[src/design/mips_pkg.sv]
////////////////////////////////////////
// mips core shared definitions
// widths, opcodes, alu codes and the instruction word view
////////////////////////////////////////
package mips_pkg;

    typedef logic [31:0] word_t;
    typedef logic [4:0]  reg_addr_t;

    typedef struct packed {
        logic [5:0] opcode;
        reg_addr_t  rs;
        reg_addr_t  rt;
        reg_addr_t  rd;
        logic [4:0] shamt;
        logic [5:0] funct;
    } r_fmt_t;

    typedef struct packed {
        logic [5:0]  opcode;
        reg_addr_t   rs;
        reg_addr_t   rt;
        logic [15:0] imm;
    } i_fmt_t;

    // one instruction word, read as R or I format
    typedef union packed {
        r_fmt_t r;
        i_fmt_t i;
    } instr_u;

    localparam logic [5:0] OP_RTYPE = 6'h00;
    localparam logic [5:0] OP_ADDI  = 6'h08;
    localparam logic [5:0] OP_LW    = 6'h23;
    localparam logic [5:0] OP_SW    = 6'h2b;
    localparam logic [5:0] OP_BEQ   = 6'h04;
    localparam logic [5:0] OP_BNE   = 6'h05;

    localparam logic [5:0] FN_ADD = 6'h20;
    localparam logic [5:0] FN_SUB = 6'h22;
    localparam logic [5:0] FN_AND = 6'h24;
    localparam logic [5:0] FN_OR  = 6'h25;
    localparam logic [5:0] FN_SLT = 6'h2a;

    localparam logic [3:0] ALU_AND = 4'b0000;
    localparam logic [3:0] ALU_OR  = 4'b0001;
    localparam logic [3:0] ALU_ADD = 4'b0010;
    localparam logic [3:0] ALU_SUB = 4'b0110;
    localparam logic [3:0] ALU_SLT = 4'b0111;

    localparam word_t PC_RESET   = 32'h0040_0000;
    localparam int    IMEM_WORDS = 256;     // word offset from PC_RESET
    localparam int    DMEM_WORDS = 256;     // address bits 9:2

    localparam logic [1:0] STALL_ALU  = 2'd1;   // bubbles behind alu or addi
    localparam logic [1:0] STALL_LOAD = 2'd2;   // bubbles behind lw

endpackage

[src/design/writeback_stage.sv]
////////////////////////////////////////
// writeback stage
// mem/wb register and result select
////////////////////////////////////////
`timescale 1ns/1ps

module writeback_stage (
    input  logic                  SYS_clk,
    input  logic                  SYS_reset,
    input  mips_pkg::word_t       mem_alu_result,
    input  mips_pkg::word_t       load_data,
    input  mips_pkg::reg_addr_t   mem_dest,
    input  logic                  reg_write,
    input  logic                  mem_to_reg,
    output logic                  wb_valid,
    output mips_pkg::reg_addr_t   wb_reg,
    output mips_pkg::word_t       wb_data
);
    mips_pkg::word_t wb_alu;
    mips_pkg::word_t wb_load;
    logic            wb_sel_load;

    always_ff @(posedge SYS_clk)
    begin
        if (SYS_reset)
        begin
            wb_valid    <= 1'b0;
            wb_sel_load <= 1'b0;
        end
        else
        begin
            wb_valid    <= reg_write && (mem_dest != '0);  // r0 writes dropped here
            wb_sel_load <= mem_to_reg;
        end
    end

    always_ff @(posedge SYS_clk)
    begin
        wb_reg  <= mem_dest;
        wb_alu  <= mem_alu_result;
        wb_load <= load_data;
    end

    assign wb_data = wb_sel_load ? wb_load : wb_alu;

endmodule

[config.mk]
export PLATFORM = sky130hd
export DESIGN_NAME = writeback_stage
export DESIGN_NICKNAME = d
export VERILOG_FILES = /design/src/design/mips_pkg.sv /design/src/design/writeback_stage.sv
export SDC_FILE = /design/constraint.sdc
export NUM_CORES = 1
export LEC_CHECK = 0
export BUFFER_PORTS_ARGS = -buffer_cell sky130_fd_sc_hd__buf_2
export CORE_ASPECT_RATIO = 0.9
export CORE_MARGIN = 2
export CORE_UTILIZATION = 43
export CTS_CLUSTER_SIZE = 16
export DETAILED_ROUTE_END_ITERATION = 12
export PLACE_DENSITY_LB_ADDON = 0.25
export SLEW_MARGIN = 10
export SYNTH_ARGS = -nofsm -noshare
export SYNTH_HDL_FRONTEND = slang
export SYNTH_SLANG_ARGS = --single-unit
[constraint.sdc]
create_clock -name SYS_clk -period 1.3 [get_ports SYS_clk]
set_input_delay 0.195 -clock SYS_clk [delete_from_list [all_inputs] [get_ports SYS_clk]]
set_output_delay 0.195 -clock SYS_clk [all_outputs]
set_load 0.05 [all_outputs]
### After elaboration in Yosys (flattened, before gate mapping)

Cells that the tools add are included.

* multiplexer cells: 1
* reductions and logical operators: 2

Operators by type and width (count)
* 32-bit 2-to-1 mux: 1
* 5-bit nonzero test: 1
* 1-bit logical AND: 1

* flip-flop bits (word level): 71
* input port bits: 73
* output and inout bits: 38
* word-level logic and storage cells: 8

### Longest topological paths before layout

* depth in word-level cells: 2
* depth in mapped cells: 3
* mapped depth without buffers: 2

### Least setup slack after synthesis

Ideal clock, no wire load.

* path type: flip-flop to output port
* start: register wb_sel_load
* end: output port wb_data[0]
* arrival time: 0.953 ns
* required time: 1.105 ns
* setup slack: 0.152 ns
* cell stages (with the launch flop): 4
* buffers on the path: 2
* cells stage by stage: dfxtp_1 buf_6 buf_12 mux2_4

* word-level cells in the longest chain between the ends: 1

Ends and longest elaborated chain
* start: declaration: RTL line writeback_stage.sv:21 `logic wb_sel_load;`
* start signal: assignment: RTL line writeback_stage.sv:33 `wb_sel_load <= mem_to_reg;`
* 32-bit 2-to-1 mux: RTL line writeback_stage.sv:44 `assign wb_data = wb_sel_load ? wb_load : wb_alu;`
* end: declaration: RTL line writeback_stage.sv:17 `output mips_pkg::word_t wb_data`

Every way passes these cells.

### Worst setup path in the final report

* start: register wb_sel_load
* end: output port wb_data[18]

Same word-level chain as after synthesis.

==> results.md <==
- Routability cong.: 0.659
- Post-synthesis cell count: 112
- Util after Layout: 0.824
- Vias in the first global route: 1,613
- Number of nets still failing antenna checks after routing: 0
- Starting Density: 0.447
- Relative slew slack: 0.828
- Final cycle utilization of the critical path: 1.22
- Area delta synth->final: 84.5%
- Pwr Total: 0.00474 W
- Synthesized Nets: 185
- Yosys cell types: 10
- Crit path max-delay cell type: dfxtp_4
- Outcome: complete, but fails checks
- Crit path max fanout: 13
- CTS sink cnt: 71
- Reg clk slew, reported paths: 60 ps
- Cell family with most CP delay: flip-flops
- Clk root buf: clkbuf_8
- WS Path Type: flop to primary output
- Sequential area share after synthesis: 0.714
- 1st-iter DRT viols: 52
- GR Overflow Total: 0
- PD cells: 1290 nW/um^2
- GR Util All Layers: 0.200
- Count of buffer and inverter cells on the critical path: 2
- Mapped Area: 1990 sq um
- Least-Margin Pin Slew: 260 ps
- Top cells by area, synth: dfxtp_1 71%, mux2_4 23%, buf_12 3.0%, mux2_2 1.1%, buf_6 0.57%
- Unrepaired setup endpoints after global routing: yes
- Hold WC Path Type: input port to flop
- Startpoint types: flop
- DP Worst Slack: -10.6 ps
- Detailed Place HPWL: 2640 um
- # setup viols final: 32
- Num ports: 111
- Yosys top cell area share: 0.714
- Drt total wl: 5240 um
- Synth warnings: 0
- Global-route wire length before repair: 7320 um
- DR vias: 1,508
- Slew Limit Fails: 0
- Crit path cell chain: buf_12 -> mux2_4 -> buf_6
- Routed vias/inst: 4.10
- Clk buf depth: 2
- Max_cap viols: 0
- Critical Path Sink Type: primary output
- TritonCTS clock tree: done
- Mapped Avg Cell Area: 17.8 sq um
- FMAX: 633 MHz
- I/O Buffers: 110
- H-tree depth: 3
- Share of cells above drive strength 1: 0.516
- PnR worst setup slack: -280 ps
- Pin count of the biggest net entering global routing: 14
- Area leader, netlist: dfxtp_1
- Std-Cell Rows: 23
- Leakage: 1.75 nW
- Die W: 75.7 um
- Die height: 68.6 um
- CP arrival: 1380 ps
- DRC viols: 0
- # diodes: 0
- Nets: 375
- Hold Vio Cnt, Final: 0
- Failing checks: negative setup slack
- Num CTS Buffers: 9
- Initial antenna violation count: 0
- Slowest stage delay, CP: 410 ps
- DR WL/cell: 14.3 um
- Initial DRT Pass Iterations: 2
- Core Region: 4460 sq um
- Peak VDD IR: 0.892 mV
- Synth Register Bits: 71
- Die ar.: 5190 sq um
- WP data required: 1110 ps
- Min Clock Period, post-route: 1580 ps
==> worst paths after layout <==
kind,cells after the start,startpoint,to
setup / recovery,3,wb_sel_load,wb_data[18]
hold / removal,2,SYS_reset,wb_sel_load
==> stage by stage <==
stage	setup TNS, ps	cells	instance area [sq um]	hold WS, ps
6_report	-8180	368	3680	65.5
3_5_place_dp	-35.6	282	2590	299
4_1_cts	-8940	368	3680	32.2
2_1_floorplan	0	112	1990	223
3_3_place_gp	0	282	2590	297
5_1_grt	-9500	368	3680	58.5
==> repair_timing <==
| action | 4_1_cts | 5_1_grt |
|---|---|---|
| hold buffers | 69 | 0 |
| hold endpoints to repair | 69 | 0 |
| pin swaps | 0 | 0 |
| buffers inserted | 1 | 0 |
| resized for setup | 66 | 0 |
| cloned | 1 | 0 |
| setup endpoints to repair | 32 | 32 |
==> cell families after synthesis <==
| group | share of synthesized area |
|---|---|
| simple gates | 0.0107 |
| mux | 0.237 |
| flops | 0.714 |
| buf+inv | 0.0358 |
| compound gates | 0.00251 |
==> Yosys cell counts <==
master and number:
nand2b_1 1, dfxtp_1 71, mux2_2 2, mux2_4 30, nor3_1 1, nor2b_1 1, buf_6 1, buf_12 3
a21oi_1 1, nor2_1 1
==> final cells by class <==
class	instances	area [sq um]
Timing Repair Buffer	183	1520
Sequential cell	71	1430
Fill cell	251	785
Multi-Input combinational cell	37	499
Clock buffer	14	153
Tap cell	62	77.6
Clock inverter	1	5.00
==> power by group <==
| part | internal, W | switching (W) |
|---|---|---|
| Combinational | 0.000501 | 0.000484 |
| Sequential | 0.00229 | 0.0000370 |
| Clock | 0.000735 | 0.000688 |
==> per-layer routing <==
metal	vias to the layer above	routed length (um)	GRT usage
met2	74	2770	0.360
met5	-	0	0
met3	4	428	0.0698
met4	0	35	0.0987
met1	678	2010	0.204
li1	752	-	-
==> cells in the final DEF, fill, tap and decap left out, types with 2 or more instances in the layout <==
cell | Yosys | routed
clkbuf_1 | 0 | 4
buf_2 | 0 | 78
mux2_4 | 30 | 30
dlygate4sd3_1 | 0 | 69
mux2_2 | 2 | 2
buf_6 | 1 | 32
dfxtp_1 | 71 | 70
buf_12 | 3 | 2
clkbuf_8 | 0 | 10
Power figures use the tool's default switching activity.
