--- config.mk ---
export PLATFORM = sky130hd
export DESIGN_NAME = decode_stage
export DESIGN_NICKNAME = d
export VERILOG_FILES = /design/src/design/mips_pkg.sv /design/src/design/decode_stage.sv
export SDC_FILE = /design/constraint.sdc
export NUM_CORES = 1
export LEC_CHECK = 0
export BUFFER_PORTS_ARGS = -buffer_cell sky130_fd_sc_hd__buf_4
export CAP_MARGIN = 10
export CORE_AREA = 2 2 131 133
export DETAILED_ROUTE_END_ITERATION = 10
export DIE_AREA = 0 0 133 135
export GPL_TIMING_DRIVEN = 0
export HOLD_SLACK_MARGIN = 0.06
export PLACE_DENSITY = 0.68
export SYNTH_ARGS = -nofsm -noshare
export SYNTH_HDL_FRONTEND = slang
export SYNTH_SLANG_ARGS = --single-unit
--- constraint.sdc ---
create_clock -name SYS_clk -period 6.6 [get_ports SYS_clk]
set_input_delay 0.99 -clock SYS_clk [delete_from_list [all_inputs] [get_ports SYS_clk]]
set_output_delay 0.99 -clock SYS_clk [all_outputs]
set_load 0.02 [all_outputs]
--- src/design/mips_pkg.sv ---
////////////////////////////////////////
// mips core shared definitions
// widths, opcodes, alu codes and the instruction word view
////////////////////////////////////////
package mips_pkg;

    typedef logic [31:0] word_t;
    typedef logic [4:0]  reg_addr_t;

    typedef struct packed {
        logic [5:0] opcode;
        reg_addr_t  rs;
        reg_addr_t  rt;
        reg_addr_t  rd;
        logic [4:0] shamt;
        logic [5:0] funct;
    } r_fmt_t;

    typedef struct packed {
        logic [5:0]  opcode;
        reg_addr_t   rs;
        reg_addr_t   rt;
        logic [15:0] imm;
    } i_fmt_t;

    // one instruction word, read as R or I format
    typedef union packed {
        r_fmt_t r;
        i_fmt_t i;
    } instr_u;

    localparam logic [5:0] OP_RTYPE = 6'h00;
    localparam logic [5:0] OP_ADDI  = 6'h08;
    localparam logic [5:0] OP_LW    = 6'h23;
    localparam logic [5:0] OP_SW    = 6'h2b;
    localparam logic [5:0] OP_BEQ   = 6'h04;
    localparam logic [5:0] OP_BNE   = 6'h05;

    localparam logic [5:0] FN_ADD = 6'h20;
    localparam logic [5:0] FN_SUB = 6'h22;
    localparam logic [5:0] FN_AND = 6'h24;
    localparam logic [5:0] FN_OR  = 6'h25;
    localparam logic [5:0] FN_SLT = 6'h2a;

    localparam logic [3:0] ALU_AND = 4'b0000;
    localparam logic [3:0] ALU_OR  = 4'b0001;
    localparam logic [3:0] ALU_ADD = 4'b0010;
    localparam logic [3:0] ALU_SUB = 4'b0110;
    localparam logic [3:0] ALU_SLT = 4'b0111;

    localparam word_t PC_RESET   = 32'h0040_0000;
    localparam int    IMEM_WORDS = 256;     // word offset from PC_RESET
    localparam int    DMEM_WORDS = 256;     // address bits 9:2

    localparam logic [1:0] STALL_ALU  = 2'd1;   // bubbles behind alu or addi
    localparam logic [1:0] STALL_LOAD = 2'd2;   // bubbles behind lw

endpackage

--- src/design/decode_stage.sv ---
////////////////////////////////////////
// decode stage
// if/id register, control decode, operand forward, branch resolve
////////////////////////////////////////
`timescale 1ns/1ps

module decode_stage (
    input  logic                  SYS_clk,
    input  logic                  SYS_reset,
    input  logic                  stall,
    input  mips_pkg::word_t       f_instr,
    input  mips_pkg::word_t       f_pc,
    input  logic                  fwd_rs,
    input  logic                  fwd_rt,
    input  mips_pkg::word_t       mem_alu_result,
    input  mips_pkg::word_t       rf_rs_data,
    input  mips_pkg::word_t       rf_rt_data,
    output mips_pkg::instr_u      d_instr,
    output logic                  branch_taken,
    output mips_pkg::word_t       branch_target,
    output mips_pkg::word_t       rs_val,
    output mips_pkg::word_t       rt_val,
    output mips_pkg::word_t       imm_ext,
    output mips_pkg::reg_addr_t   dest_reg,
    output logic                  reg_write,
    output logic                  mem_read,
    output logic                  mem_write,
    output logic                  mem_to_reg,
    output logic                  alu_src_imm,
    output logic                  alu_is_rtype
);
    mips_pkg::word_t d_pc;
    logic [5:0]      opcode;
    logic            is_beq;
    logic            is_bne;
    logic            operands_eq;

    always_ff @(posedge SYS_clk)
    begin
        if (SYS_reset)
            d_instr <= '0;
        else if (!stall)
            d_instr <= branch_taken ? '0 : f_instr;    // kill the slot behind a taken branch
    end

    always_ff @(posedge SYS_clk)
    begin
        if (!stall)
            d_pc <= f_pc;
    end

    assign opcode = d_instr.r.opcode;

    // the all-zero nop has the R opcode but must not write
    assign alu_is_rtype = (opcode == mips_pkg::OP_RTYPE) && (d_instr != '0);
    assign reg_write    = alu_is_rtype || (opcode == mips_pkg::OP_ADDI) ||
                          (opcode == mips_pkg::OP_LW);
    assign mem_read     = (opcode == mips_pkg::OP_LW);
    assign mem_write    = (opcode == mips_pkg::OP_SW);
    assign mem_to_reg   = (opcode == mips_pkg::OP_LW);
    assign alu_src_imm  = (opcode == mips_pkg::OP_ADDI) || (opcode == mips_pkg::OP_LW) ||
                          (opcode == mips_pkg::OP_SW);
    assign is_beq       = (opcode == mips_pkg::OP_BEQ);
    assign is_bne       = (opcode == mips_pkg::OP_BNE);

    assign dest_reg = alu_is_rtype ? d_instr.r.rd : d_instr.i.rt;    // rd for R, rt for I
    assign imm_ext  = {{16{d_instr.i.imm[15]}}, d_instr.i.imm};

    assign rs_val = fwd_rs ? mem_alu_result : rf_rs_data;
    assign rt_val = fwd_rt ? mem_alu_result : rf_rt_data;

    assign operands_eq   = (rs_val == rt_val);
    assign branch_target = d_pc + 32'd4 + (imm_ext << 2);

    // operands are stale while stalled, so no branch decision then
    assign branch_taken = !stall && ((is_beq && operands_eq) || (is_bne && !operands_eq));

endmodule

### Word level (Yosys, flattened, before mapping)

Cells that the tools add are included.

| storage, ports and cells | value |
|---|---|
| register bits | 64 |
| input bits | 165 |
| output and inout port bits | 172 |
| logic and storage cells | 27 |

| cells by class | value |
|---|---|
| add/sub/neg operators | 2 |
| equality and inequality tests | 6 |
| muxes and demuxes | 4 |
| reductions and logical operators | 13 |

Operator list:

| kind | count |
|---|---|
| $mux W32 | 3 |
| $add A32 B3 Y32 const B | 1 |
| $add A32 B32 Y32 | 1 |
| $eq A32 B32 Y1 | 1 |
| $reduce_bool A32 Y1 | 1 |
| $eq A6 B3 Y1 const B | 2 |
| $eq A6 B6 Y1 const B | 2 |
| $eq A6 B4 Y1 const B | 1 |
| $logic_not A6 Y1 | 1 |
| $logic_or A1 B1 Y1 | 5 |
| $mux W5 | 1 |
| $logic_and A1 B1 Y1 | 4 |
| $logic_not A1 Y1 | 2 |

### Depth between registers and ports, before layout

Gate-level depths: netlist (run 1).

| depth | value |
|---|---|
| depth after elaboration | 7 |
| gate-level depth with buffers | 13 |
| mapped depth without buffers | 13 |

### Worst setup path after synthesis (run 1)

OpenSTA, ideal clock, no wires.

| timing path | value |
|---|---|
| path type | input to output |
| start | input port fwd_rt |
| end | output port branch_taken |
| arrival time | 3,307 ps |
| required time | 5,610 ps |
| setup slack | 2,303 ps |
| cell stages on the path | 9 |
| path buffers | 1 |
| cell sequence | clkbuf_1 -> mux2_2 -> xor2_1 -> nor4_1 -> nor4b_1 -> nand3_1 -> nor3_1 -> xnor2_1 -> nor3_1 |

| between the ends | value |
|---|---|
| longest elaborated chain between the ends | 6 |
| elaborated cells between the ends (all ways) | 7 |
| those cells by class | 1 x eq/ne; 1 x mux; 5 x reduce/logical |

RTL lines:

| element | RTL line | source |
|---|---|---|
| start, declared | decode_stage.sv:14 | `input logic fwd_rt,` |
| $mux W32 (*) | decode_stage.sv:70 | `assign rt_val = fwd_rt ? mem_alu_result : rf_rt_data;` |
| via rt_val[28] | decode_stage.sv:22 | `output mips_pkg::word_t rt_val,` |
| $eq A32 B32 Y1 (*) | decode_stage.sv:72 | `assign operands_eq = (rs_val == rt_val);` |
| $logic_not A1 Y1 | decode_stage.sv:76 | `assign branch_taken = !stall && ((is_beq && operands_eq) \|\| (is_bne && !operands_eq));` |
| $logic_and A1 B1 Y1 | decode_stage.sv:76 |  |
| $logic_or A1 B1 Y1 (*) | decode_stage.sv:76 |  |
| $logic_and A1 B1 Y1 (*) | decode_stage.sv:76 |  |
| end, declared | decode_stage.sv:19 | `output logic branch_taken,` |

The timed path passes the listed nets; every way through them passes the cells marked *.

### Worst setup path after layout (run 1)

| timing path | value |
|---|---|
| start | input port fwd_rt |
| end | output port rt_val[29] |

| between the ends | value |
|---|---|
| longest elaborated chain between the ends | 1 |

RTL lines:

| element | RTL line |
|---|---|
| $mux W32 | decode_stage.sv:70 |
| end, declared | decode_stage.sv:22 |

Every way passes these cells.

==> results of run 1 <==
stage by stage:
stage / util, % / instances
5_1_grt: 55.4 / 1183
6_report: 55.4 / 1183
4_1_cts: 55.4 / 1183
3_5_place_dp: 53.5 / 1167
3_3_place_gp: 53.3 / 1166
2_1_floorplan: - / 612
sequential cells by signal (all words and copies together), names as in the netlist:
name and flops:
d_pc 32, d_instr 32
cell usage in the layout (no fill, tap or decap), types with 4 or more instances in the layout:
master	netlist	layout
sky130_fd_sc_hd__mux2_2	58	58
sky130_fd_sc_hd__inv_1	17	16
sky130_fd_sc_hd__clkbuf_1	8	8
sky130_fd_sc_hd__o41ai_1	4	4
sky130_fd_sc_hd__buf_6	6	6
sky130_fd_sc_hd__a211oi_1	5	5
sky130_fd_sc_hd__buf_4	35	369
sky130_fd_sc_hd__nand2_1	32	32
sky130_fd_sc_hd__nor3_1	16	16
sky130_fd_sc_hd__nand3_1	13	13
sky130_fd_sc_hd__dfxtp_1	32	32
sky130_fd_sc_hd__xnor2_1	38	38
sky130_fd_sc_hd__a21oi_1	20	20
sky130_fd_sc_hd__o21a_1	5	5
sky130_fd_sc_hd__nand4_1	4	4
sky130_fd_sc_hd__nand2b_1	8	8
sky130_fd_sc_hd__o21ai_0	19	19
sky130_fd_sc_hd__nor4_1	16	16
sky130_fd_sc_hd__mux2_4	4	4
sky130_fd_sc_hd__a21o_1	11	11
sky130_fd_sc_hd__edfxtp_1	32	32
sky130_fd_sc_hd__a22o_1	31	31
sky130_fd_sc_hd__clkbuf_16	0	11
sky130_fd_sc_hd__nor2_1	27	27
sky130_fd_sc_hd__xor2_1	56	56
sky130_fd_sc_hd__o211ai_1	7	7
sky130_fd_sc_hd__ha_1	57	57
critical path, cell delays in order:
cell	delay (ns)
sky130_fd_sc_hd__clkbuf_1	0.36
sky130_fd_sc_hd__buf_1	0.40
sky130_fd_sc_hd__clkbuf_1	0.56
sky130_fd_sc_hd__clkbuf_1	0.66
sky130_fd_sc_hd__mux2_2	0.43
sky130_fd_sc_hd__buf_4	0.18
where the power goes:
part           total, mW  switching [mW]  internal, mW
clock network      0.484           0.184         0.301
registers          0.493          0.0384         0.454
logic              0.984           0.529         0.455
layout make-up:
cell class / count / area [um2]
clock inverter: 5 / 33.8
fill: 1519 / 7320
clock buffer: 11 / 275
timing repair buffer: 335 / 2530
inverter: 17 / 63.8
tap: 220 / 275
buffer: 51 / 368
sequential: 64 / 1600
multi-input combinational: 480 / 3940
logic make-up after synthesis:
group	after synthesis	synth area share, %
muxes	64	12.3
AOI/OAI and AO/OA	131	16.1
DFF	64	26.8
xor gates and xnor gates	94	13.8
and+or+nand+nor	133	11.4
adders and majority gates	58	12.3
buffers and inverters	68	7.23
final timing paths:
check,to,cells after the start
min,d_instr[22],1
max,rt_val[29],6
max reg2reg,d_instr[18],6
min reg2reg,d_instr[22],1
routing by layer:
metal	vias up	GRT usage, %	part of all wire (%)
li1	2940	-	-
met1	2900	26.6	39
met2	264	43.5	52
met3	24	6.19	7.9
met4	0	6.03	1.6
met5	-	0	0
==> flow_metrics.tcl, run 1 <==
set metrics [dict create \
    setup_viol 0 \
    post-cts-setup-buffer-count 0 \
    cts_buffers 9 \
    ys_top_cells_by_area "sky130_fd_sc_hd__edfxtp_1 16%, sky130_fd_sc_hd__ha_1 12%, sky130_fd_sc_hd__mux2_2 11%" \
    dominantRegCellSynth "sky130_fd_sc_hd__edfxtp_1" \
    chip_height_um 135 \
    maxCapViolCount 0 \
    gpl.final_weighted_congestion 0.847 \
    drtPass1Iterations 5 \
    timing.clock.skew_ns 0.00748 \
    detail_route.wl_per_cell_um 18.4 \
    post-route-cell-area_um2 9090 \
    synth.lib_cells_used.distinct 59 \
    fmax_ghz 0.218 \
    largest_net_degree_at_the_start_of_global_routing 36 \
    worst_setup_hold_path_clk_slew_ns 0.05 \
    via_count_of_the_first_global_routing_pass 5863 \
    run_status "complete, no violations" \
    gr-total-overflow 0 \
    fp.dieW_um 133 \
    pwrdens_nw_per_um2 216 \
    post_synth_instance_area_um2 5970 \
    setup_slack_at_placement_ns 1.96 \
    design.die.area_um2 18000 \
    drt_drc_violations_left 0 \
    timing.critical_path.from_type "input pin" \
    cts_resized 0 \
    grt_first_pass_wirelength_um 32500 \
    totalNegativeSetupSlack_ns 0 \
    place_area_um2 8780 \
    antennaDiodeCount 0 \
    leakagePower_nw 4.41 \
    dp.final_hpwl_um 18300 \
    grt_util_all_layers_pct 23.4 \
    synth_largest_type_area_fraction_pct 16.1 \
    clk_path_buf_depth 2 \
    synth_seq_cells 64 \
    worst_slack_ns 2.02 \
    cts_tree "built" \
    worstHoldPathType "register to register" \
    start_util_pct 36.4 \
    r2r_slack_ns 5.01 \
    numPortBuffers 334 \
    setup_repair_after_global_routing_missed_its_margin "no" \
    clk_root_buffer_cell "sky130_fd_sc_hd__clkbuf_16" \
    synth-edff-count 32 \
    drt.antenna.violating_nets 0 \
    ys_seq_area_share_pct 26.8 \
    routed_via_density 5.18 \
    r2r-start "d_instr[29]" \
    core_region_area_um2 16400 \
    final_net_count 1181 \
    clkLatencyLatePin_ns 0.34 \
    syn_to_layout_area_delta_pct 52.3 \
    drive_gt1_share_pct 48.3 \
    totalWireLength_um 21800 \
    synth_top_cells_by_count "58 x sky130_fd_sc_hd__mux2_2, 57 x sky130_fd_sc_hd__ha_1, 56 x sky130_fd_sc_hd__xor2_1" \
    max_slew.worst_pin.slew_ns 0.793 \
    final_hold_viol_count 0 \
    avgSynthCellArea_um2 9.75 \
    data_required_time_at_the_worst_endpoint_ns 5.61 \
    synth-async-reset-ratio_pct 0 \
    synthMostInstantiatedCell "sky130_fd_sc_hd__mux2_2" \
    cts_hold_buf 0 \
    yosysWarnings 0 \
    total_power_mw 1.96 \
    syn_inst 612 \
    boundaryPins 337 \
    slew_viol_final 0 \
    worstPathArrival_ns 3.59 \
    period_minus_slack_ns 4.58 \
    antenna_found_initial 0 \
    detailroute.via_count 6128 \
    critPathKind "input pin to primary output" \
    timing.critical_path.to_type "primary output" \
    clock_sinks 64 \
    worst-path-max-fanout 10 \
    fin_crit_sh_pct 69.4 \
    finalHoldWorstSlack_ns 0.531 \
    slew_headroom_pct 47.1 \
    critPathLaunch "fwd_rt" \
    synth_top_cell_by_area "sky130_fd_sc_hd__edfxtp_1" \
    max-vdd-ir-drop_v 0.000137 \
    fp-row-count 47 \
    min_from "d_instr[22]" \
    dr_iter_0_viols 240 \
    htree_levels 3 \
    synth_nets 835 \
]
No activity file was read; power rests on OpenSTA's default activity.
==> run 2, diff against run 1 <==
--- a/config.mk
+++ b/config.mk
@@ -7,12 +7,12 @@
 export LEC_CHECK = 0
 export BUFFER_PORTS_ARGS = -buffer_cell sky130_fd_sc_hd__buf_4
 export CAP_MARGIN = 10
-export CORE_AREA = 2 2 131 133
+export CORE_AREA = 2 2 132 134
 export DETAILED_ROUTE_END_ITERATION = 10
-export DIE_AREA = 0 0 133 135
+export DIE_AREA = 0 0 134 136
 export GPL_TIMING_DRIVEN = 0
 export HOLD_SLACK_MARGIN = 0.06
-export PLACE_DENSITY = 0.68
+export PLACE_DENSITY = 0.69
 export SYNTH_ARGS = -nofsm -noshare
 export SYNTH_HDL_FRONTEND = slang
 export SYNTH_SLANG_ARGS = --single-unit
==> constraint.sdc (replaced) <==
create_clock -name SYS_clk -period 4.2 [get_ports SYS_clk]
set_input_delay 0.63 -clock SYS_clk [delete_from_list [all_inputs] [get_ports SYS_clk]]
set_output_delay 0.63 -clock SYS_clk [all_outputs]
set_load 0.02 [all_outputs]
==> run 2 against run 1 <==
Combinational power rose by 57%. Die area rose by 1.5%. Sequential cell count did not move. Hold slack got worse by 0.064 ns. Highest routed layer unchanged. Clock skew rose by 0.0030 ns. Wire length fell by 1.5%.
==> flow_metrics.tcl, run 2 (synthesis gave the netlist of run 1 again) <==
set metrics [dict create \
    grt_first_pass_wirelength_um 30900 \
    cts_hold_buf 0 \
    total_power_mw 3.05 \
    final_cell_mix "369 x sky130_fd_sc_hd__buf_4, 58 x sky130_fd_sc_hd__mux2_2, 57 x sky130_fd_sc_hd__ha_1, 56 x sky130_fd_sc_hd__xor2_1, 38 x sky130_fd_sc_hd__xnor2_1" \
    crit_path_cell_trace "ha_1 -> ha_1 -> fa_1 -> a21oi_1 -> nor3_1 -> nor2_2 -> a31oi_1 -> a41oi_1 -> a21boi_0 -> buf_4" \
    dp.final_hpwl_um 17800 \
    commonest_non_fill_non_tap_cell_in_the_layout "sky130_fd_sc_hd__buf_4" \
    worst-path-max-fanout 5 \
    final.fill_count 1555 \
    numPortBuffers 334 \
    via_count_of_the_first_global_routing_pass 5789 \
    grt_util_all_layers_pct 22.0 \
    slew_viol_final 0 \
    drtPass1Iterations 4 \
    critPathKind "register to primary output" \
    drt_drc_violations_left 0 \
    chip_height_um 136 \
    dr_iter_0_viols 345 \
    cp_num_buf_inv 1 \
    routed_via_density 5.09 \
    fp-row-count 48 \
    pwrdens_nw_per_um2 336 \
    post-route-cell-area_um2 9070 \
    place_area_um2 8760 \
    max_slew.worst_pin.slew_ns 0.820 \
    clock_sinks 64 \
    period_minus_slack_ns 3.96 \
    drt.antenna.violating_nets 0 \
    run_status "complete, no violations" \
    maxCapViolCount 0 \
    detailroute.via_count 6048 \
    max-vdd-ir-drop_v 0.000238 \
    largestRegisters "d_instr (32), d_pc (32)" \
    drive_gt1_share_pct 48.5 \
    totalWireLength_um 21400 \
    cts_buffers 9 \
    antennaDiodeCount 0 \
    path_common_cell "sky130_fd_sc_hd__ha_1" \
    setup_repair_after_global_routing_missed_its_margin "no" \
    timing.critical_path.from_type "register" \
    fmax_ghz 0.253 \
    largest_net_degree_at_the_start_of_global_routing 37 \
    detail_route.wl_per_cell_um 18.0 \
    syn_to_layout_area_delta_pct 52.0 \
    htree_levels 3 \
    worstPathArrival_ns 3.33 \
    setup_viol 0 \
    fin_crit_sh_pct 94.3 \
    leakagePower_nw 4.39 \
    clk_path_buf_depth 2 \
    design.die.area_um2 18200 \
    timing.clock.skew_ns 0.0105 \
    final_net_count 1181 \
    boundaryPins 337 \
    data_required_time_at_the_worst_endpoint_ns 3.57 \
    antenna_found_initial 0 \
    fp.dieW_um 134 \
    clk_root_buffer_cell "sky130_fd_sc_hd__clkbuf_16" \
    worstHoldPathType "input pin to register" \
    slew_headroom_pct 45.3 \
    start_util_pct 35.4 \
    final_hold_viol_count 0 \
    worst_setup_hold_path_clk_slew_ns 0.06 \
    clkLatencyLatePin_ns 0.34 \
    cpLargestDelayFamily "compound AO/OA/AOI/OAI gates" \
    core_region_area_um2 16900 \
    gpl.final_weighted_congestion 0.880 \
    critical-path-max-stage-delay_ns 0.42 \
    setup_slack_at_placement_ns -0.120 \
    gr-total-overflow 0 \
    timing.critical_path.to_type "primary output" \
    worst_slack_ns 0.241 \
    slowest_stage "sky130_fd_sc_hd__dfxtp_1" \
    cts_tree "built" \
]
-- run 2: path summary, 6_finish.rpt --
| kind | start | endpoint | slack, ns | depth (start not counted) |
|---|---|---|---|---|
| worst min-delay path | f_pc[2] | d_pc[2] | 0.47 | 1 |
| worst max-delay path | d_instr[1] | branch_target[19] | 0.24 | 10 |
| worst max register to register | d_instr[29] | d_instr[23] | 2.65 | 6 |
| worst min register to register | d_instr[22] | d_instr[22] | 0.52 | 1 |
-- run 2: per-stage QoR --
| step | setup TNS [ns] | std cells | hold WS (ns) | util, % |
|---|---|---|---|---|
| after floorplan | 0 | 612 | 0.632 | - |
| after global placement | -0.195 | 1171 | 0.493 | 51.9 |
| after detailed placement | -0.275 | 1171 | 0.504 | 51.9 |
| after CTS | 0 | 1187 | 0.456 | 53.7 |
| after global routing | 0 | 1188 | 0.460 | 53.8 |
| final | 0 | 1188 | 0.467 | 53.8 |
-- run 2: worst reg2reg max path, stage by stage (launching register included) --
cell                      delay, ns
sky130_fd_sc_hd__dfxtp_1       0.39
sky130_fd_sc_hd__nor4_1        0.29
sky130_fd_sc_hd__nand2_1       0.15
sky130_fd_sc_hd__nand2_1       0.10
sky130_fd_sc_hd__nand3_2       0.12
sky130_fd_sc_hd__buf_6         0.19
sky130_fd_sc_hd__a22o_1        0.19
-- run 2: per-layer routing --
layer | part of all wire (%) | track usage, %
met3 | 7.0 | 3.58
met4 | 2.6 | 8.98
met2 | 52 | 41.3
met5 | 0 | 0
met1 | 38 | 24.7
-- run 2: where the power goes --
group,leakage [nW],total (mW),switching (mW),internal (mW)
sequential,0.580,0.774,0.0609,0.714
clock,0.150,0.735,0.293,0.442
combinational,3.66,1.54,0.825,0.712
-- run 2: final cells by class --
cell class / count / area [um2] / share of cell area [%]
Timing Repair Buffer: 335 / 2520 / 27.8
Inverter: 17 / 63.8 / 0.703
Tap cell: 225 / 282 / 3.10
Clock inverter: 6 / 48.8 / 0.538
Buffer: 51 / 368 / 4.05
Sequential cell: 64 / 1610 / 17.7
Multi-Input combinational cell: 480 / 3940 / 43.4
Clock buffer: 10 / 250 / 2.76
-- run 2: what timing repair did --
action,4_1_cts,5_1_grt
gates resized for setup,2,1
endpoints found under the setup margin,10,3
buffers inserted,0,1
