<file path="src/design/mips_pkg.sv">
////////////////////////////////////////
// mips core shared definitions
// widths, opcodes, alu codes and the instruction word view
////////////////////////////////////////
package mips_pkg;

    typedef logic [31:0] word_t;
    typedef logic [4:0]  reg_addr_t;

    typedef struct packed {
        logic [5:0] opcode;
        reg_addr_t  rs;
        reg_addr_t  rt;
        reg_addr_t  rd;
        logic [4:0] shamt;
        logic [5:0] funct;
    } r_fmt_t;

    typedef struct packed {
        logic [5:0]  opcode;
        reg_addr_t   rs;
        reg_addr_t   rt;
        logic [15:0] imm;
    } i_fmt_t;

    // one instruction word, read as R or I format
    typedef union packed {
        r_fmt_t r;
        i_fmt_t i;
    } instr_u;

    localparam logic [5:0] OP_RTYPE = 6'h00;
    localparam logic [5:0] OP_ADDI  = 6'h08;
    localparam logic [5:0] OP_LW    = 6'h23;
    localparam logic [5:0] OP_SW    = 6'h2b;
    localparam logic [5:0] OP_BEQ   = 6'h04;
    localparam logic [5:0] OP_BNE   = 6'h05;

    localparam logic [5:0] FN_ADD = 6'h20;
    localparam logic [5:0] FN_SUB = 6'h22;
    localparam logic [5:0] FN_AND = 6'h24;
    localparam logic [5:0] FN_OR  = 6'h25;
    localparam logic [5:0] FN_SLT = 6'h2a;

    localparam logic [3:0] ALU_AND = 4'b0000;
    localparam logic [3:0] ALU_OR  = 4'b0001;
    localparam logic [3:0] ALU_ADD = 4'b0010;
    localparam logic [3:0] ALU_SUB = 4'b0110;
    localparam logic [3:0] ALU_SLT = 4'b0111;

    localparam word_t PC_RESET   = 32'h0040_0000;
    localparam int    IMEM_WORDS = 256;     // word offset from PC_RESET
    localparam int    DMEM_WORDS = 256;     // address bits 9:2

    localparam logic [1:0] STALL_ALU  = 2'd1;   // bubbles behind alu or addi
    localparam logic [1:0] STALL_LOAD = 2'd2;   // bubbles behind lw

endpackage

</file>
<file path="src/design/hazard_unit.sv">
////////////////////////////////////////
// hazard unit
// stall counter and mem to decode forward selects
////////////////////////////////////////
`timescale 1ns/1ps

module hazard_unit (
    input  logic               SYS_clk,
    input  logic               SYS_reset,
    input  mips_pkg::instr_u   d_instr,
    input  mips_pkg::instr_u   ex_instr,
    input  mips_pkg::instr_u   mem_instr,
    output logic               stall,
    output logic               fwd_rs,
    output logic               fwd_rt
);
    logic [1:0]          stall_cnt;     // bubbles still owed after this cycle
    logic [1:0]          cnt_now;
    logic                uses_rs;
    logic                uses_rt;
    mips_pkg::reg_addr_t ex_dst;
    mips_pkg::reg_addr_t mem_dst;
    logic                ex_hit;
    logic                mem_hit;
    logic                ex_alu;
    logic                ex_load;
    logic                mem_alu;
    logic                mem_load;

    function automatic mips_pkg::reg_addr_t dest_of(input mips_pkg::instr_u w);
        dest_of = (w.r.opcode == mips_pkg::OP_RTYPE) ? w.r.rd : w.i.rt;
    endfunction

    function automatic logic reads(input mips_pkg::reg_addr_t dst,
                                   input mips_pkg::instr_u d,
                                   input logic rs_used,
                                   input logic rt_used);
        reads = (dst != '0) && ((rs_used && dst == d.r.rs) || (rt_used && dst == d.r.rt));
    endfunction

    always_comb
    begin
        // store data comes from rt, so sw joins the two-source group
        uses_rs = (d_instr != '0);
        uses_rt = uses_rs && ((d_instr.r.opcode == mips_pkg::OP_RTYPE) ||
                              (d_instr.r.opcode == mips_pkg::OP_BEQ)   ||
                              (d_instr.r.opcode == mips_pkg::OP_BNE)   ||
                              (d_instr.r.opcode == mips_pkg::OP_SW));

        ex_alu   = (ex_instr.r.opcode == mips_pkg::OP_RTYPE) ||
                   (ex_instr.r.opcode == mips_pkg::OP_ADDI);
        ex_load  = (ex_instr.r.opcode == mips_pkg::OP_LW);
        mem_alu  = (mem_instr.r.opcode == mips_pkg::OP_RTYPE) ||
                   (mem_instr.r.opcode == mips_pkg::OP_ADDI);
        mem_load = (mem_instr.r.opcode == mips_pkg::OP_LW);

        ex_dst  = dest_of(ex_instr);     // nop gives rd 0 and never hits
        mem_dst = dest_of(mem_instr);
        ex_hit  = reads(ex_dst, d_instr, uses_rs, uses_rt);
        mem_hit = reads(mem_dst, d_instr, uses_rs, uses_rt);

        if (stall_cnt != 2'd0)
            cnt_now = stall_cnt;
        else if (ex_load && ex_hit)
            cnt_now = mips_pkg::STALL_LOAD;
        else if ((ex_alu && ex_hit) || (mem_load && mem_hit))
            cnt_now = mips_pkg::STALL_ALU;      // load data reaches decode through the bypass
        else
            cnt_now = 2'd0;
    end

    assign stall = (cnt_now != 2'd0);

    always_ff @(posedge SYS_clk)
    begin
        if (SYS_reset)
            stall_cnt <= 2'd0;
        else if (stall)
            stall_cnt <= cnt_now - 2'd1;
        else
            stall_cnt <= 2'd0;
    end

    assign fwd_rs = mem_alu && (mem_dst != '0) && (mem_dst == d_instr.r.rs);
    assign fwd_rt = mem_alu && (mem_dst != '0) && (mem_dst == d_instr.r.rt);

    a_cnt_bound: assert property (@(posedge SYS_clk) disable iff (SYS_reset)
        stall_cnt <= mips_pkg::STALL_LOAD);

    // a pending count means execute already holds the bubble from last cycle
    a_cnt_bubble: assert property (@(posedge SYS_clk) disable iff (SYS_reset)
        (stall_cnt != 2'd0) |-> (ex_instr == '0));

endmodule

</file>
<file path="config.mk">
export PLATFORM = sky130hd
export DESIGN_NAME = hazard_unit
export DESIGN_NICKNAME = d
export VERILOG_FILES = /design/src/design/mips_pkg.sv /design/src/design/hazard_unit.sv
export SDC_FILE = /design/constraint.sdc
export NUM_CORES = 1
export LEC_CHECK = 0
export BUFFER_PORTS_ARGS = -buffer_cell sky130_fd_sc_hd__buf_2
export CORE_ASPECT_RATIO = 1.4
export CORE_MARGIN = 10
export CORE_UTILIZATION = 37
export DETAILED_ROUTE_END_ITERATION = 8
export GPL_TIMING_DRIVEN = 0
export PLACE_DENSITY = 0.86
export SYNTH_ARGS = -nofsm -noshare
export SYNTH_HDL_FRONTEND = slang
export SYNTH_SLANG_ARGS = --single-unit
</file>
<file path="constraint.sdc">
create_clock -name SYS_clk -period 3.6 [get_ports SYS_clk]
set_input_delay 0.72 -clock SYS_clk [delete_from_list [all_inputs] [get_ports SYS_clk]]
set_output_delay 0.72 -clock SYS_clk [all_outputs]
set_load 0.01 [all_outputs]
</file>
Word level (Yosys, flattened, before mapping):

Index checks and enable logic that the tools add are counted.

* register bits after elaboration: 2
* bits of input ports: 98
* output and inout bits: 3
* logic and storage cells: 49

* add/sub/neg operators: 1
* equal/unequal tests: 11
* muxes and demuxes: 5
* bitwise gates (word level): 1
* reduce and logical (&&, ||, !) cells: 30

Operator list (count)
* nonzero test 32 bit: 1
* == test 5 bit: 4
* == test 6 bit, second input constant: 3
* logical NOT 6 bit: 3
* logical AND 1 bit: 13
* == test 6 x 3 -> 1 bit, second input constant: 2
* == test 6 x 4 -> 1 bit, second input constant: 2
* 2-to-1 mux 5 bit: 2
* nonzero test 5 bit: 2
* logical OR 1 bit: 8
* 2-to-1 mux 2 bit: 2
* nonzero test 2 bit: 2
* OR reduction 2 bit: 1
* subtractor 2 x 1 -> 2 bit, second input constant: 1
* 2-to-1 mux 1 bit: 1
* inverter 1 bit: 1

Logic depth before layout (Yosys ltp):

Gate-level depths: netlist of the first run.

* depth after elaboration: 16
* gate-level depth with buffers: 12
* gate-level depth less buffers: 11

Worst setup path before layout of the first run:

OpenSTA, ideal clock, no wires.

* path kind: input to output
* from: input port ex_instr[31] (netlist bit)
* to: output port stall
* data arrival time: 2.563 ns
* required time: 2.880 ns
* path slack: 0.317 ns
* stages: 9
* path buffers: 0
* cell sequence: nor3_4 > and2_1 > o21ai_1 > a211o_1 > or4_1 > o211ai_1 > o22ai_1 > ha_1 > inv_1

* cells in the longest elaborated chain, start to end: 12
* elaborated cells between the ends (all ways): 19
* classes of those cells: eq/ne (4); mux (4); reduce/logical (11)

Ends and longest elaborated chain
* start, declared: line hazard_unit.sv:11 `input mips_pkg::instr_u ex_instr,`
* logical NOT 6 bit: line hazard_unit.sv:31, hazard_unit.sv:50
* 2-to-1 mux 5 bit: line hazard_unit.sv:31 `dest_of = (w.r.opcode == mips_pkg::OP_RTYPE) ? w.r.rd : w.i.rt;`
* == test 5 bit: line hazard_unit.sv:38 `reads = (dst != '0) && ((rs_used && dst == d.r.rs) || (rt_used && dst == d.r.rt));`
* logical AND 1 bit: line hazard_unit.sv:38
* logical OR 1 bit: line hazard_unit.sv:38
* logical AND 1 bit: line hazard_unit.sv:38
* logical AND 1 bit: line hazard_unit.sv:66 `else if ((ex_alu && ex_hit) || (mem_load && mem_hit))`
* logical OR 1 bit: line hazard_unit.sv:66
* 2-to-1 mux 1 bit: line hazard_unit.sv:66
* 2-to-1 mux 2 bit *: line hazard_unit.sv:64 `else if (ex_load && ex_hit)`
* 2-to-1 mux 2 bit *: line hazard_unit.sv:62 `if (stall_cnt != 2'd0)`
* nonzero test 2 bit *: line hazard_unit.sv:72 `assign stall = (cnt_now != 2'd0);`
* end, declared: line hazard_unit.sv:13 `output logic stall,`

Every way passes the cells marked *; elsewhere a longest branch is shown, timed or not.

Worst setup path in the final report of the first run:

* from: input port mem_instr[27] (netlist bit)
* to: output port stall

* cells in the longest elaborated chain, start to end: 12
* elaborated cells between the ends (all ways): 16
* classes of those cells: eq/ne (3); mux (4); reduce/logical (9)

Ends and longest elaborated chain
* start, declared: line hazard_unit.sv:12 `input mips_pkg::instr_u mem_instr,`
* logical NOT 6 bit: line hazard_unit.sv:31
* 2-to-1 mux 5 bit: line hazard_unit.sv:31
* == test 5 bit: line hazard_unit.sv:38
* logical AND 1 bit: line hazard_unit.sv:38
* logical OR 1 bit: line hazard_unit.sv:38
* logical AND 1 bit: line hazard_unit.sv:38
* logical AND 1 bit *: line hazard_unit.sv:66
* logical OR 1 bit *: line hazard_unit.sv:66
* 2-to-1 mux 1 bit *: line hazard_unit.sv:66
* 2-to-1 mux 2 bit *: line hazard_unit.sv:64
* 2-to-1 mux 2 bit *: line hazard_unit.sv:62
* nonzero test 2 bit *: line hazard_unit.sv:72

Marks and branches as above.

==> results list, run 1 <==
* Status: complete, but fails checks
- The final reports fail on negative setup slack.
* Final worst hold slack: 0.544 ns
- Setup slack of the critical path after layout: -0.146 ns
* Slack of the worst reg-to-reg path: 1.97 ns
* Antenna diode count: 0
* Worst Hold Path Cells: 2
- Power share of the clock group: 0.157
* Hold buffer count at CTS: 0
* GRT overflow: 0
- From synthesis to final layout, the design area changed by 69.1%.
* Hold worst-path end: stall_cnt[0]
* Antenna Violating Nets Remaining: 0
* Die height: 82.4 um
* Routability cong.: 0.899
- In this run the power density over the cells is 173 nW/um^2.
* Mean area per synthesized cell: 6.86 um^2
- Setup total negative slack on the finished layout was measured at -0.146 ns.
* Average vias per placed instance: 5.93
- Clock latency reported for the late side of the worst-skew pair: 0.22 ns
- The root buffer cell chosen for the clock tree is clkbuf_4.
- Delay contributed by the slowest stage of the critical path: 0.46 ns
- Clock-pin transition on the worst setup and hold timing paths: 0.03 ns
* Maximum number of pins on one net before global-route repair: 10
- Part of the total power dissipated in combinational logic: 0.726
- Largest regs: stall_cnt x2
* Initial Utilization: 0.389
- Least-Margin Pin Slew: 0.638 ns
- Wire length of the first global-routing pass: 7.38 mm
- After synthesis, the netlist uses 42 different library cells.
* X dimension of the die: 64.6 um
- The pre-antenna-repair detailed-routing pass consisted of 4 iterations.
- Crit-path cells: buf_6 > or3_4 > buf_6 > nor4_4 > nor4_4 > nor3_2 > nand4b_1 > a2111oi_4 > o22ai_2 > ha_2 > inv_2 > buf_6
- Internal Dissipation: 0.174 mW
- Max-cap violations in this run came to 0.
* Total track usage: 0.165
- Register bit count reported by yosys: 2
- Most frequent cell after synthesis: nor3_1
* Portion of the post-synthesis area used by sequential elements: 0.0389
- The worst register-to-register path begins at stall_cnt[1].
- TritonCTS built the clock tree.
- IO buf count: 67
* Number of CTS-inserted buffers: 3
* Number of nets in the layout: 336
- Sequential cell area: 40.0 um^2
- Most common cell on crit path: buf_6
- Global-route track usage on met2: 0.330
* Final setup violation count: 1
* Fillers: 231
- Time the final worst path needs with I/O delays and setup: 3.75 ns
- Yosys printed 0 warnings.
- Launch point of the critical path: mem_instr[27]
* I/O pin count: 101
- The first routing iteration left 108 violations.
- Switching component of the power: 0.128 mW
- Area of the core: 2640 um^2
- Biggest fanout along the worst timing path: 4
- Synthesis produced a netlist with a net count of 249.
- Share of the synthesized area in the top cell type: 0.0669
- Hold violation count in the final report: 0
- FFs w/ async S/R, synth: 0
* GR met3 Demand/Resource: 0.0512
- Number of enable-type register cells in the synthesized netlist: 0
- Achievable clock frequency: 267 MHz
- Sink count of the clock tree: 2
* H-Tree Level Count: 1
- Most instantiated cells after synthesis: nor3_1, nor4_1, a21oi_1, inv_1, nand2_1
* Primary FF master, synth: dfxtp_1
- DR WL/cell: 18.8 um
- Summing all multi-input logic gate instances after layout gives 1100 um^2.
* Number of flip-flops under the largest register name: 2
- Vias in the first global route: 1,742
* Type of the most critical hold path: register to register
* Data arrival time of the critical path: 3.03 ns
* Register with the most flip-flops: stall_cnt
- Cell with the largest stage delay on the worst path: a2111oi_4
- Between clock sinks in the finished design, the worst skew comes to 0.000538 ns.
- Clock buffer depth: 2
- Maximum ir drop on the vdd rail: 0.000129 V
* Total leakage power: 0.738 nW
* Setup repair after global routing missed its margin: true
* Share of cells above drive strength 1: 0.498
- After detailed routing, the total wire length is 5.10 mm.
* Most used routing layer in global routing: met2
- Worst slack at placement: -0.209 ns
* Headroom to the max-slew limit: 0.572
- Design Power: 0.302 mW
- Dividing the final minimum period by the clock period gives 1.04.
- Of the total power, the share spent switching nets is 0.424.
* R2R depth: 7
* Cell Rows: 22
- Type of element capturing the critical path: output pin
- The worst register-to-register path ends at stall_cnt[0].
- The worst setup path is of the input pin to output pin kind.
* Met1 track demand over resource in global routing: 0.149
* Netlist Area Pre-Place: 1030 um^2
- Placed wire-length estimate: 3.46 mm
* Number of instances in the synthesized netlist: 150
- Sorting the synthesized cells by area gives the leading types as nor4_1, nor3_4, xnor2_1.
* Area leader, netlist: nor4_1
- The routed layout has 1,606 vias.
- The worst hold path begins at stall_cnt[1].
- The share of total power dissipated in sequential elements is 0.117.
- STA puts the critical path data required time at 2.88 ns.
* Number of DRC violations after detailed routing: 0
- The floorplan step defined a die boundary enclosing 5320 um^2.
* Startpoint kind of the worst setup timing path: input pin
- Number of antenna violations at the first check in global routing: 0
- The number of pins with negative max-slew slack in the final report came to 0.
-- metal layers --
layer	routed length, um	share of wire
met1	1760	0.35
met2	2820	0.55
met3	355	0.070
met4	165	0.032
met5	0	0
-- power by group through the flow --
| stage | logic (mW) | clock network [mW] | registers (mW) |
|---|---|---|---|
| after CTS | 0.187 | 0.0497 | 0.0344 |
| after global routing | 0.240 | 0.0525 | 0.0365 |
| after floorplan | 0.0840 | 0 | 0.0328 |
| after global placement | 0.156 | 0 | 0.0344 |
| final | 0.219 | 0.0472 | 0.0352 |
| after detailed placement | 0.161 | 0 | 0.0345 |
-- worst max-delay path by stage --
stage	endpoint	slack, ns	depth (start not counted)
final	stall	-0.15	12
after global routing	stall	-0.25	12
after global placement	stall	-0.19	11
after detailed placement	stall	-0.21	11
after floorplan	stall	0.32	9
after CTS	stall	-0.006	12
-- cell type report --
| cell class | count | area share |
|---|---|---|
| inverters | 9 | 0.0194 |
| well taps | 36 | 0.0259 |
| clock buffers | 3 | 0.0129 |
| multi-input cells | 138 | 0.635 |
| plain buffers | 1 | 0.00216 |
| repair buffers | 82 | 0.282 |
| flip-flops and latches | 2 | 0.0230 |
-- kinds of logic after synthesis --
logic type / after synthesis / synth area share
adder cells (fa/ha/maj): 1 / 0.0122
AO/OA/AOI/OAI: 39 / 0.259
XOR/XNOR: 13 / 0.111
flip-flops: 2 / 0.0389
buffers and inverters: 10 / 0.0365
multiplexers: 3 / 0.0292
AND/OR/NAND/NOR: 82 / 0.513
-- worst max-delay path: cells and delay by family --
| family | cells | cell delay, ns |
|---|---|---|
| AO/OA/AOI/OAI | 2 | 0.60 |
| adder cells (fa/ha/maj) | 1 | 0.21 |
| buffers and inverters | 4 | 0.39 |
| AND/OR/NAND/NOR | 5 | 1.10 |
-- metrics by stage --
step	area [um^2]	std cells	utilization
global route	1740	271	0.658
CTS	1640	269	0.620
detailed placement	1410	253	0.533
finish	1740	271	0.658
global placement	1410	253	0.533
floorplan	1030	150	-
-- cells in the final DEF, fill, tap and decap left out, types with 5 or more instances in the layout --
master   instances
nor2b_1          5
nor2_1           7
inv_1            8
nand2_1          8
buf_2           62
nor3_4           5
nand3_1          5
xor2_1           6
nor4_1           7
xnor2_1          7
a21oi_1          8
buf_4           13
nor3_1          10
buf_6            6
-- timing repair --
| item | in CTS | in global routing |
|---|---|---|
| buffers inserted | 13 | 2 |
| pin swaps | 18 | 9 |
| endpoints found under the setup margin | 1 | 1 |
| resized for setup | 22 | 17 |
Power figures use the tool's default switching activity.
==> inputs of run 2 (changes only) <==
==> constraint.sdc (replaced) <==
create_clock -name SYS_clk -period 3.6 [get_ports SYS_clk]
set_input_delay 0.54 -clock SYS_clk [delete_from_list [all_inputs] [get_ports SYS_clk]]
set_output_delay 0.54 -clock SYS_clk [all_outputs]
set_load 0.01 [all_outputs]
==> results list, run 2 (synthesis results as in run 1) <==
- Number of nets in the layout: 322 (-4.2%)
* Total track usage: 0.143 (-0.0213)
- Biggest fanout along the worst timing path: 6 (+2)
- Largest regs: stall_cnt x2
- The post-route DRC violation count is 0 (unchanged).
* Hold buffer count at CTS: 0 (unchanged)
- Startpoint kind of the worst setup timing path: input pin
* Time the final worst path needs with I/O delays and setup: 3.43 ns (-0.313 ns)
- The total placed cells including tap cells came to 253 (unchanged).
- X dimension of the die: 64.6 um (unchanged)
- GRT overflow: 0 (unchanged)
- Antenna Violating Nets Remaining: 0 (unchanged)
- IO buf count: 67 (unchanged)
- Die height: 82.4 um (unchanged)
- Number of vias in the routed layout: 1,464 (-8.8%)
- Number of CTS-inserted buffers: 3 (unchanged)
* RR Endpoint: stall_cnt[0]
- Antenna diode count: 0 (unchanged)
- The flip-flop and latch area came to 40.0 um^2 (unchanged).
* R2R depth: 6 (-1)
- Achievable clock frequency: 291 MHz (+9.1%)
* Final Cycle Share: 0.954 (-0.0870)
- The signal arrival time at the worst endpoint is 2.89 ns (-0.14 ns).
- Area of the core: 2640 um^2 (unchanged)
* Detailed router's first-iteration violation count: 64 (-41%)
* Routability cong.: 0.899 (unchanged)
- TritonCTS clock tree: yes
- The cell depth of the worst hold path came to 2 (unchanged).
- The area enclosed by the die boundary was 5320 um^2 (unchanged).
* Clock latency reported for the late side of the worst-skew pair: 0.22 ns (about the same)
* Max-cap viol count: 0 (unchanged)
- Fillers: 275 (+19%)
- Startpoint of the most critical register-to-register path: stall_cnt[1]
* Final number of max-transition violations: 0 (unchanged)
- Most frequent standard cell in the layout excluding fill and tap cells: buf_2
- Slack of the worst reg-to-reg path: 2.20 ns (+0.23 ns)
- Placed wire-length estimate: 3.46 mm (unchanged)
- Cell Count, Final, Fillers Out: 257 (-5.2%)
* Crit Path Category: input pin to output pin
- The critical path required time is 3.06 ns (+0.18 ns).
- Cell Rows: 22 (unchanged)
- The highest ir drop seen on vdd is 0.000115 V (-11%).
- Clock-pin transition on the worst setup and hold timing paths: 0.03 ns (about the same)
- Headroom to the max-slew limit: 0.595 (+0.0236)
* Final setup violation count: 0 (-1)
- Register with the most flip-flops: stall_cnt
- Type of element capturing the critical path: output pin
* Initial Utilization: 0.389 (unchanged)
- The final number of hold-violating endpoints came to 0 (unchanged).
* Cell Pwr Density: 167 nW/um^2 (-3.6%)
- Start point of the worst min-delay path: SYS_reset
- Total leakage power: 0.635 nW (-14%)
* Combined area of the multi-input logic cells: 970 um^2 (-12%)
- Share of cells above drive strength 1: 0.385 (-0.113)
- DR WL/cell: 15.4 um (-18%)
- The sink count of the clock tree was 2 (unchanged).
- The final standard cell utilization of the core came to 0.552 (-0.107).
- The number of global-route vias before repair is 1,577 (-9.5%).
- In the layout the commonest cells are buf_2, nor3_1, nor4_1, inv_1, a21oi_1.
- P&R area growth vs syn: 41.7%
* Average vias per placed instance: 5.70 (-3.9%)
- The deepest level of the CTS H-tree is 1 (unchanged).
- The flow ran to the end, and the final reports show no timing, DRC or antenna violations.
- The initial antenna violation count was 0 (unchanged).
- The total routed wirelength came to 3.95 mm (-23%).
- Wire length of the first global-routing pass: 6.48 mm (-12%)
* Hold worst-path end: stall_cnt[1]
* Length of the first detailed-routing pass in iterations: 4 (unchanged)
* Type of the most critical hold path: input pin to register
* I/O pin count: 101 (unchanged)
- The tree is rooted in a clkbuf_4.
- Number of flip-flops under the largest register name: 2 (unchanged)
- The clock skew came to 0.000538 ns (unchanged).
* Least-Margin Pin Slew: 0.603 ns (-0.0352 ns)
- Clock buffer depth: 2 (unchanged)
* Maximum number of pins on one net before global-route repair: 10 (unchanged)
==> run 2: power by group <==
| group | leakage (nW) | switching (mW) | internal (mW) |
|---|---|---|---|
| registers | 0.0162 | 0.00545 | 0.0290 |
| clock network | 0.0138 | 0.0106 | 0.0366 |
| logic | 0.605 | 0.0860 | 0.0759 |
==> run 2: worst max path at each step <==
stage / start / endpoint / slack, ns / cells after the start
global route: mem_instr[27] / stall / -0.007 / 11
CTS: mem_instr[27] / stall / 0.14 / 11
finish: mem_instr[27] / stall / 0.17 / 11
detailed placement: mem_instr[27] / stall / 0.15 / 11
global placement: mem_instr[27] / stall / 0.17 / 11
floorplan: ex_instr[31] / stall / 0.68 / 9
==> run 2: metal layers <==
metal / vias up / wire length [um] / track usage
li1: 739 / - / -
met1: 666 / 1430 / 0.131
met2: 51 / 2160 / 0.293
met3: 8 / 299 / 0.0499
met4: 0 / 58 / 0.0322
met5: - / 0 / 0
==> run 2: worst max-delay path: stages <==
cell	delay [ns]
buf_2	0.12
or3_4	0.43
o21ai_1	0.19
a21oi_1	0.09
nor4_1	0.34
nand4b_1	0.23
a2111oi_4	0.39
o22ai_1	0.15
ha_1	0.23
inv_1	0.05
buf_2	0.12
==> run 2: timing repair <==
item / 4_1_cts / 5_1_grt
setup endpoints to repair: 0 / 1
resized for setup: 0 / 2
buffers inserted: 0 / 1
==> run 2: metrics by stage <==
| step | hold slack (ns) | power, mW | area [um^2] | setup WS [ns] | setup TNS, ns |
|---|---|---|---|---|---|
| global route | 0.509 | 0.272 | 1460 | -0.00698 | -0.00698 |
| finish | 0.497 | 0.244 | 1460 | 0.167 | 0 |
| floorplan | 0.486 | 0.117 | 1030 | 0.677 | 0 |
| global placement | 0.531 | 0.190 | 1410 | 0.174 | 0 |
| CTS | 0.491 | 0.245 | 1430 | 0.137 | 0 |
| detailed placement | 0.542 | 0.195 | 1410 | 0.151 | 0 |
==> run 2: final cells by class <==
cell class	count	area share
Tap cell	36	0.0309
Clock buffer	3	0.0155
Multi-Input combinational cell	138	0.665
Inverter	9	0.0232
Sequential cell	2	0.0275
Timing Repair Buffer	68	0.235
Buffer	1	0.00258
